--- config.mk ---
export PLATFORM = sky130hd
export DESIGN_NAME = rvfi_monitor_top
export DESIGN_NICKNAME = d
export VERILOG_FILES = /design/src/verilog/rvfi_mon_pkg.sv /design/src/verilog/retire_capture.sv /design/src/verilog/cause_rules.sv /design/src/verilog/mem_count_rule.sv /design/src/verilog/violation_log.sv /design/src/verilog/rvfi_monitor_top.sv
export SDC_FILE = /design/constraint.sdc
export NUM_CORES = 1
export LEC_CHECK = 0
export BUFFER_PORTS_ARGS = -buffer_cell sky130_fd_sc_hd__buf_4
export CAP_MARGIN = 20
export CELL_PAD_IN_SITES_DETAIL_PLACEMENT = 1
export CELL_PAD_IN_SITES_GLOBAL_PLACEMENT = 2
export CORE_MARGIN = 2
export CORE_UTILIZATION = 31
export CTS_CLUSTER_SIZE = 40
export DETAILED_ROUTE_END_ITERATION = 8
export PLACE_DENSITY = 0.84
export SYNTH_ARGS = -nofsm -noshare
export SYNTH_HDL_FRONTEND = slang
export SYNTH_HIERARCHICAL = 1
export SYNTH_SLANG_ARGS = --single-unit
--- constraint.sdc ---
create_clock -name clk_i -period 4.7 [get_ports clk_i]
set_input_delay 0.705 -clock clk_i [delete_from_list [all_inputs] [get_ports clk_i]]
set_output_delay 0.705 -clock clk_i [all_outputs]
set_load 0.01 [all_outputs]
--- src/verilog/rvfi_mon_pkg.sv ---
// Shared types and helpers for the RVFI monitor. Two memory lanes of 4 bytes each
// and 16-bit saturating counters are assumed throughout.
package rvfi_mon_pkg;

  localparam int NMEM = 2;
  localparam int LANE_W = 4;
  localparam int MASK_W = NMEM * LANE_W;
  localparam int CNT_W = 16;
  localparam int NUM_RULES = 8;

  // Rule numbering also sets the priority for first_rule, lowest wins
  typedef enum logic [2:0] {
    RULE_DBG_CAUSE        = 3'd0,
    RULE_EXC_CAUSE        = 3'd1,
    RULE_EXC_MCAUSE       = 3'd2,
    RULE_IRQ_CAUSE        = 3'd3,
    RULE_HANDLER_AMBIG    = 3'd4,
    RULE_SYNC_UNANNOUNCED = 3'd5,
    RULE_EXC_NO_CAUSE     = 3'd6,
    RULE_MEM_OVERREPORT   = 3'd7
  } rule_idx_t;

  typedef logic [NUM_RULES-1:0] viol_vec_t;

  typedef struct packed {
    logic              valid;
    logic [2:0]        dbg;
    logic              dbg_mode;
    logic [31:0]       dcsr_rdata;
    logic              trap_exception;
    logic [5:0]        exception_cause;
    logic              intr_interrupt;
    logic              intr_exception;
    logic [10:0]       intr_cause;
    logic [31:0]       mcause_wdata;
    logic [31:0]       mcause_wmask;
    logic [MASK_W-1:0] mem_rmask;
    logic [MASK_W-1:0] mem_wmask;
  } retire_rec_t;

  // Record plus what the previous valid retirement left behind
  typedef struct packed {
    retire_rec_t rec;
    logic        prev_dbg_mode;
    logic        prev_exception;
  } cap_rec_t;

  typedef struct packed {
    logic bus_valid;
    logic bus_ready;
  } bus_evt_t;

  // CLINT takes the fixed standard set, CLIC any ID below 2**id_width.
  // NMI causes 1024..1027 are legal in both modes
  function automatic logic irq_cause_legal(input logic [10:0] cause, input bit clic,
                                           input int unsigned id_width);
    logic [31:0] max_id;
    logic        legal;
    max_id = (32'd1 << id_width) - 32'd1;
    if (cause inside {[11'd1024:11'd1027]}) begin
      legal = 1'b1;
    end else if (clic) begin
      legal = ({21'd0, cause} <= max_id);
    end else begin
      legal = cause inside {11'd3, 11'd7, 11'd11, [11'd16:11'd31]};
    end
    return legal;
  endfunction

  function automatic logic [CNT_W-1:0] cnt_sat_add(input logic [CNT_W-1:0] a,
                                                   input logic [CNT_W-1:0] b);
    logic [CNT_W:0] sum;
    sum = {1'b0, a} + {1'b0, b};
    return sum[CNT_W] ? '1 : sum[CNT_W-1:0];
  endfunction

endpackage

--- src/verilog/retire_capture.sv ---
// Registers every retirement record. History tracks valid records only, so
// idle cycles between retirements do not disturb it.
`timescale 1ns/10ps

module retire_capture (
  input  logic                     clk_i,
  input  logic                     rst_ni,
  input  rvfi_mon_pkg::retire_rec_t rec,
  output rvfi_mon_pkg::cap_rec_t    cap
);

  import rvfi_mon_pkg::*;

  retire_rec_t rec_q;
  logic        valid_q;

  // Running context from the last valid retirement
  logic        prev_dbg_mode_q;
  logic        prev_exception_q;

  // Context as it was before the captured record
  logic        cap_prev_dbg_mode_q;
  logic        cap_prev_exception_q;

  // Payload only, qualified by valid_q
  always_ff @(posedge clk_i) begin
    rec_q <= rec;
  end

  always_ff @(posedge clk_i or negedge rst_ni) begin
    if (!rst_ni) begin
      valid_q              <= 1'b0;
      prev_dbg_mode_q      <= 1'b0;
      prev_exception_q     <= 1'b0;
      cap_prev_dbg_mode_q  <= 1'b0;
      cap_prev_exception_q <= 1'b0;
    end else begin
      valid_q              <= rec.valid;
      cap_prev_dbg_mode_q  <= prev_dbg_mode_q;
      cap_prev_exception_q <= prev_exception_q;
      if (rec.valid) begin
        prev_dbg_mode_q  <= rec.dbg_mode;
        prev_exception_q <= rec.trap_exception;
      end
    end
  end

  always_comb begin
    cap.rec            = rec_q;
    cap.rec.valid      = valid_q;
    cap.prev_dbg_mode  = cap_prev_dbg_mode_q;
    cap.prev_exception = cap_prev_exception_q;
  end

endmodule

--- src/verilog/cause_rules.sv ---
// Evaluates rules 0..6 on one captured record, one cycle of latency.
// Bit 7 of the output vector is always zero, mem_count_rule owns it.
`timescale 1ns/10ps

module cause_rules #(
  parameter bit          clic          = 1'b0,
  parameter int unsigned clic_id_width = 5
) (
  input  logic                   clk_i,
  input  logic                   rst_ni,
  input  rvfi_mon_pkg::cap_rec_t  cap,
  output rvfi_mon_pkg::viol_vec_t cause_viol,
  output logic                   cause_valid
);

  import rvfi_mon_pkg::*;

  viol_vec_t   viol_d;
  logic [31:0] mcause_masked;
  logic [10:0] mcause_exccode;
  logic        exc_outside_dbg;

  assign mcause_masked   = cap.rec.mcause_wdata & cap.rec.mcause_wmask;
  assign mcause_exccode  = mcause_masked[10:0];
  assign exc_outside_dbg = cap.rec.trap_exception && !cap.rec.dbg_mode;

  always_comb begin
    viol_d = '0;
    if (cap.rec.valid) begin
      // Entry into debug must report the same cause as dcsr
      viol_d[RULE_DBG_CAUSE] = (cap.rec.dbg != 3'd0) && !cap.prev_dbg_mode &&
                               (cap.rec.dbg != cap.rec.dcsr_rdata[8:6]);

      viol_d[RULE_EXC_CAUSE] = exc_outside_dbg &&
                               ({5'd0, cap.rec.exception_cause} != mcause_exccode);

      // mcause.interrupt has to be written, and written as zero
      viol_d[RULE_EXC_MCAUSE] = exc_outside_dbg &&
                                (!cap.rec.mcause_wmask[31] || cap.rec.mcause_wdata[31]);

      viol_d[RULE_IRQ_CAUSE] = cap.rec.intr_interrupt &&
                               !irq_cause_legal(cap.rec.intr_cause, clic, clic_id_width);

      viol_d[RULE_HANDLER_AMBIG] = cap.rec.intr_exception && cap.rec.intr_interrupt;

      // A synchronous handler follows a retired exception and nothing else
      viol_d[RULE_SYNC_UNANNOUNCED] = (cap.rec.intr_exception != cap.prev_exception) &&
                                      !cap.rec.intr_interrupt;

      viol_d[RULE_EXC_NO_CAUSE] = cap.rec.trap_exception &&
                                  (cap.rec.exception_cause == 6'd0);
    end
  end

  always_ff @(posedge clk_i or negedge rst_ni) begin
    if (!rst_ni) begin
      cause_viol  <= '0;
      cause_valid <= 1'b0;
    end else begin
      cause_viol  <= viol_d;
      cause_valid <= cap.rec.valid;
    end
  end

endmodule

--- src/verilog/mem_count_rule.sv ---
// Compares reported memory accesses against completed bus handshakes.
// Both counts saturate, so a very long run stops being meaningful at 2**16-1.
`timescale 1ns/10ps

module mem_count_rule (
  input  logic                  clk_i,
  input  logic                  rst_ni,
  input  rvfi_mon_pkg::cap_rec_t cap,
  input  rvfi_mon_pkg::bus_evt_t bus,
  output logic                  mem_viol
);

  import rvfi_mon_pkg::*;

  // Bus sampled alongside the record so both reach the counters together
  bus_evt_t         bus_q;
  logic [CNT_W-1:0] bus_cnt_q;
  logic [CNT_W-1:0] bus_cnt_n;
  logic [CNT_W-1:0] mem_cnt_q;
  logic [CNT_W-1:0] mem_cnt_n;
  logic [CNT_W-1:0] mem_new;
  logic [CNT_W-1:0] bus_new;

  always_comb begin
    mem_new = '0;
    if (cap.rec.valid) begin
      // One access per active lane and direction
      for (int i = 0; i < NMEM; i++) begin
        if (|cap.rec.mem_rmask[i*LANE_W +: LANE_W]) begin
          mem_new = mem_new + CNT_W'(1);
        end
        if (|cap.rec.mem_wmask[i*LANE_W +: LANE_W]) begin
          mem_new = mem_new + CNT_W'(1);
        end
      end
    end
    bus_new   = {{(CNT_W-1){1'b0}}, bus_q.bus_valid & bus_q.bus_ready};
    bus_cnt_n = cnt_sat_add(bus_cnt_q, bus_new);
    mem_cnt_n = cnt_sat_add(mem_cnt_q, mem_new);
  end

  always_ff @(posedge clk_i or negedge rst_ni) begin
    if (!rst_ni) begin
      bus_q     <= '0;
      bus_cnt_q <= '0;
      mem_cnt_q <= '0;
      mem_viol  <= 1'b0;
    end else begin
      bus_q     <= bus;
      bus_cnt_q <= bus_cnt_n;
      mem_cnt_q <= mem_cnt_n;
      // Judged with the current record and handshake already counted
      mem_viol  <= cap.rec.valid && (mem_cnt_n > bus_cnt_n);
    end
  end

endmodule

--- src/verilog/violation_log.sv ---
// Sticky violation record. Clear wins over stored state but not over a
// violation arriving on the same edge.
`timescale 1ns/10ps

module violation_log (
  input  logic                             clk_i,
  input  logic                             rst_ni,
  input  rvfi_mon_pkg::viol_vec_t           cause_viol,
  input  logic                             cause_valid,
  input  logic                             mem_viol,
  input  logic                             clear,
  output rvfi_mon_pkg::viol_vec_t           viol_flags,
  output logic [rvfi_mon_pkg::CNT_W-1:0]    viol_count,
  output logic                             first_valid,
  output rvfi_mon_pkg::rule_idx_t           first_rule
);

  import rvfi_mon_pkg::*;

  viol_vec_t        all_viol;
  viol_vec_t        flags_base;
  logic [CNT_W-1:0] cnt_base;
  logic             first_base;
  logic             any_viol;
  rule_idx_t        low_idx;

  always_comb begin
    all_viol = '0;
    if (cause_valid) begin
      all_viol = cause_viol;
      all_viol[RULE_MEM_OVERREPORT] = mem_viol;
    end
    any_viol = |all_viol;

    // Scan downward so the lowest set rule is left in low_idx
    low_idx = RULE_DBG_CAUSE;
    for (int i = NUM_RULES - 1; i >= 0; i--) begin
      if (all_viol[i]) begin
        low_idx = rule_idx_t'(3'(i));
      end
    end

    flags_base = clear ? '0 : viol_flags;
    cnt_base   = clear ? '0 : viol_count;
    first_base = clear ? 1'b0 : first_valid;
  end

  always_ff @(posedge clk_i or negedge rst_ni) begin
    if (!rst_ni) begin
      viol_flags  <= '0;
      viol_count  <= '0;
      first_valid <= 1'b0;
      first_rule  <= RULE_DBG_CAUSE;
    end else begin
      viol_flags  <= flags_base | all_viol;
      viol_count  <= any_viol ? cnt_sat_add(cnt_base, CNT_W'(1)) : cnt_base;
      first_valid <= first_base | any_viol;
      if (!first_base && any_viol) begin
        first_rule <= low_idx;
      end
    end
  end

endmodule

--- src/verilog/rvfi_monitor_top.sv ---
// RVFI retirement monitor. Results appear three clocks after a record is driven;
// no back-pressure, every record is accepted.
`timescale 1ns/10ps

module rvfi_monitor_top #(
  parameter bit          clic          = 1'b0,
  parameter int unsigned clic_id_width = 5
) (
  input  logic                          clk_i,
  input  logic                          rst_ni,
  input  rvfi_mon_pkg::retire_rec_t      rec,
  input  rvfi_mon_pkg::bus_evt_t         bus,
  input  logic                          clear,
  output rvfi_mon_pkg::viol_vec_t        viol_flags,
  output logic [rvfi_mon_pkg::CNT_W-1:0] viol_count,
  output logic                          first_valid,
  output rvfi_mon_pkg::rule_idx_t        first_rule
);

  import rvfi_mon_pkg::*;

  cap_rec_t  cap;
  viol_vec_t cause_viol;
  logic      cause_valid;
  logic      mem_viol;

  retire_capture capture_i (
    .clk_i  (clk_i),
    .rst_ni (rst_ni),
    .rec    (rec),
    .cap    (cap)
  );

  cause_rules #(
    .clic          (clic),
    .clic_id_width (clic_id_width)
  ) cause_i (
    .clk_i       (clk_i),
    .rst_ni      (rst_ni),
    .cap         (cap),
    .cause_viol  (cause_viol),
    .cause_valid (cause_valid)
  );

  mem_count_rule mem_i (
    .clk_i    (clk_i),
    .rst_ni   (rst_ni),
    .cap      (cap),
    .bus      (bus),
    .mem_viol (mem_viol)
  );

  violation_log log_i (
    .clk_i       (clk_i),
    .rst_ni      (rst_ni),
    .cause_viol  (cause_viol),
    .cause_valid (cause_valid),
    .mem_viol    (mem_viol),
    .clear       (clear),
    .viol_flags  (viol_flags),
    .viol_count  (viol_count),
    .first_valid (first_valid),
    .first_rule  (first_rule)
  );

endmodule

==> parameters.txt <==
Parameter                              Value

Layout
  Fraction of final layout cells with drive strength greater than 1 ... roughly 28%
  Count of placed standard cells in the final layout, fillers left out ... 884
  Layout Nets ... 806
  Layout filler cell count ... approximately 2,000
  Area growth from synthesis to layout ... 30.9%
  Inserted Diodes ... 0

Detailed routing
  Antenna-violating nets left ... 0
  Avg Vias per Cell ... 4.93
  Initial DRT Pass Iterations ... 4
  Wire per inst ... 16.0 um
  Total wirelength of the detailed-routed design ... 14,100 um
  Vias post-DR ... ~4,400
  Number of design-rule violations left by the first detailed-router iteration ... 147
  DRC errors left ... 0

Placement
  # placed instances ... approximately 850
  DPL Wire Length ... 10,200 um
  Place WS ... between 0.015 and 0.02 ns
  Final RePlAce weighted congestion ... 0.757
  Buffers on Ports ... 100

Setup path
  Worst path top cell family by delay ... simple AND/OR/NAND/NOR gates
  Cell Chain, Critical Path ... or4_4 > ha_4 > xnor2_2 > xnor2_1 > and2_1 > ha_1 > inv_1 > fa_1 > nand2b_1 > a21oi_2 > buf_4 > nand3_1 > mux2_2 > ha_1 > nand4_1 > o41ai_1 > a31oi_1
  Largest stage delay, worst path ... 0.57 ns
  Crit path required time ... 4.99 ns
  Number of buffers and inverters on the critical path ... 2
  Element type at the critical path end ... register
  Worst endpoint data arrival time ... between 4 and 5 ns
  Kind of start point of the critical path ... register
  Classification of the worst setup path ... register to register
  Critical Path Most Common Cell ... sky130_fd_sc_hd__ha_1
  Worst path slowest cell ... sky130_fd_sc_hd__or4_4
  Worst-path fanout max ... 4

Global routing
  Global-route wire length before repair ... 23,200 um
  Initial antenna violation count ... 0
  Number of global-route vias before repair ... 4,646
  All-Layer GR Usage ... 14.8%
  Global route total overflow ... 0
  Largest net degree at the start of global routing ... 77

Status
  Result of the run ... finished clean

CTS
  Clock transition at the register clock pins on the worst setup and hold paths after CTS ... 0.06 ns
  Post CTS Setup Buffer Count ... 0
  TritonCTS clock tree ... built
  Root Buffer Master ... sky130_fd_sc_hd__clkbuf_16
  Number of levels the H-tree was split into ... 4
  Number of sinks on the clock net ... ~140
  Number of buffers created by CTS ... 17
  Clock insertion delay at the later pin of the skew report ... roughly 0.43 ns
  Hold_buf cts ... 0
  CTS Buffer Depth ... 2

STA
  Final period demand of the worst path ... between 4 and 5 ns
  Hold Slack ... around 0.097 ns
  Final slew viol count ... 0
  Fin crit share ... approximately 96%
  Worst Setup Slack, final ... 0.171 ns
  Slew HR ... 45.0%
  Number of setup violations in the final report ... 0
  Accumulated negative setup slack ... 0 ns
  Fin. Hold Viols ... 0
  Fmax ... 0.221 GHz
  Pin slew with the least headroom to its limit ... 0.817 ns
  Clock skew after layout ... 0.0118 ns

Worst hold path
  Path class of the lowest-slack min-delay path ... input pin to async pin

Pwr
  Internal power ... 2.64 mW
  Sequential power share ... 39.4%
  Combinational cell fraction of total power ... approximately a fifth
  LEAKAGE ... 3.49 nW
  Worst supply voltage drop on vdd ... approximately 0.26 mV
  Pwr per Cell Area ... 488 nW/um2
  Switching power total ... 1.07 mW
  Sw frac ... 28.8%
  Clock network power share ... 39.3%

Run
  Count of maximum capacitance violations ... 0

Yosys
  Area of the mapped netlist ... 5810 um2
  Per-instance average area after synthesis ... 11.3 um2
  Post-synth net total ... slightly below 700
  Post-Syn Instances ... 514
  Number of warning messages in the yosys log ... 6

Die
  Die Height ... 141 um
  Starting utilization of the core area ... around a third
  Top-level port count ... 170
  Floorplan Core Area ... between 15,000 and 20,000 um2
  Die X ... 141 um
  Number of placement rows ... 50
  Total die area ... about 20,000 um2
## repair_timing
item	in CTS	in global routing
pin swaps	0	1
resized for setup	2	5
endpoints found under the setup margin	1	1
## flip-flops by register name, indices dropped and copies added, names as in the netlist, 2 cells and up
signal,flops
capture_i/cap,67
cause_i/cause_viol,7
log_i/first_rule,3
log_i/viol_count,16
log_i/viol_flags,8
mem_i/bus_cnt_q,16
mem_i/bus_q,2
mem_i/mem_cnt_q,16
## metrics by stage
stage / util, % / instance area (um2) / power [mW]
CTS: 40.8 / 7550 / 3.76
finish: 41.0 / 7600 / 3.71
floorplan: - / 5810 / 1.92
global route: 41.0 / 7600 / 3.92
detailed placement: 37.2 / 6890 / 2.25
global placement: 37.2 / 6890 / 2.20
## area by class of cell
class                           instances  area, um2  area share (%)
Sequential cell                       143       3240            42.7
Tap cell                              234        293            3.85
Inverter                               14       52.6           0.691
Clock buffer                           21        482            6.34
Timing Repair Buffer                  117        898            11.8
Clock inverter                         11        163            2.14
Multi-Input combinational cell        344       2470            32.5
## layer usage
layer	part of all wire, %	track usage (%)
met5	0	0
met1	44	17.8
met3	4.8	4.89
met4	1.6	5.11
met2	50	24.9
## cell usage in the layout (no fill, tap or decap), types with 3 or more instances in the layout
cell	instances
sky130_fd_sc_hd__a211oi_1	7
sky130_fd_sc_hd__a21oi_2	4
sky130_fd_sc_hd__a41oi_1	3
sky130_fd_sc_hd__xor2_1	11
sky130_fd_sc_hd__and3_1	10
sky130_fd_sc_hd__a31oi_1	13
sky130_fd_sc_hd__buf_4	116
sky130_fd_sc_hd__o21a_1	3
sky130_fd_sc_hd__ha_1	25
sky130_fd_sc_hd__nand3_1	17
sky130_fd_sc_hd__nand4_1	12
sky130_fd_sc_hd__bufinv_16	3
sky130_fd_sc_hd__and2_1	16
sky130_fd_sc_hd__nand2_1	45
sky130_fd_sc_hd__o21ai_0	14
sky130_fd_sc_hd__or4_4	5
sky130_fd_sc_hd__o211ai_1	3
sky130_fd_sc_hd__xnor2_1	17
sky130_fd_sc_hd__dfrtp_1	76
sky130_fd_sc_hd__nand2b_1	10
sky130_fd_sc_hd__dfxtp_1	67
sky130_fd_sc_hd__inv_6	5
sky130_fd_sc_hd__mux2_2	6
sky130_fd_sc_hd__inv_1	14
sky130_fd_sc_hd__a22o_1	8
sky130_fd_sc_hd__mux2i_1	4
sky130_fd_sc_hd__nor3_1	12
sky130_fd_sc_hd__nor4_1	4
sky130_fd_sc_hd__a21oi_1	21
sky130_fd_sc_hd__nor2_1	18
sky130_fd_sc_hd__clkbuf_16	18
sky130_fd_sc_hd__nor2b_1	10
## final timing paths
| path | startpoint | slack (ns) | endpoint | cells after the start |
|---|---|---|---|---|
| worst max-delay path | capture_i/cap[3]$_DFF_P_ | 0.17 | mem_i/mem_viol$_DFF_PN0_ | 17 |
| worst min-delay path | rst_ni | 0.1 | mem_i/mem_cnt_q[5]$_DFF_PN0_ | 1 |
| worst max register to register | capture_i/cap[3]$_DFF_P_ | 0.17 | mem_i/mem_viol$_DFF_PN0_ | 17 |
| worst min register to register | capture_i/prev_dbg_mode_q$_DFFE_PN0P_ | 0.38 | capture_i/cap_prev_dbg_mode_q$_DFF_PN0_ | 0 |
| max in group asynchronous | rst_ni | 4.03 | log_i/first_rule[0]$_DFFE_PN0P_ | 2 |
| min in group clk_i | capture_i/prev_dbg_mode_q$_DFFE_PN0P_ | 0.38 | capture_i/cap_prev_dbg_mode_q$_DFF_PN0_ | 0 |
## worst register-to-register path, delay by kind of cell, from the launching register on
family                     cells  cell delay [ns]
xor gates and xnor gates       2             0.40
AOI/OAI and AO/OA              3             0.81
adders and majority gates      4             1.16
muxes                          1             0.30
DFF                            1             0.30
buffers and inverters          2             0.20
and+or+nand+nor                5             1.21
## power by group through the flow
stage	registers, mW	logic [mW]	clock network (mW)
finish	1.46	0.789	1.46
global route	1.48	0.892	1.55
CTS	1.46	0.794	1.50
detailed placement	1.48	0.771	0
global placement	1.47	0.731	0
floorplan	1.46	0.456	0
(Power assumes the default switching activity.)
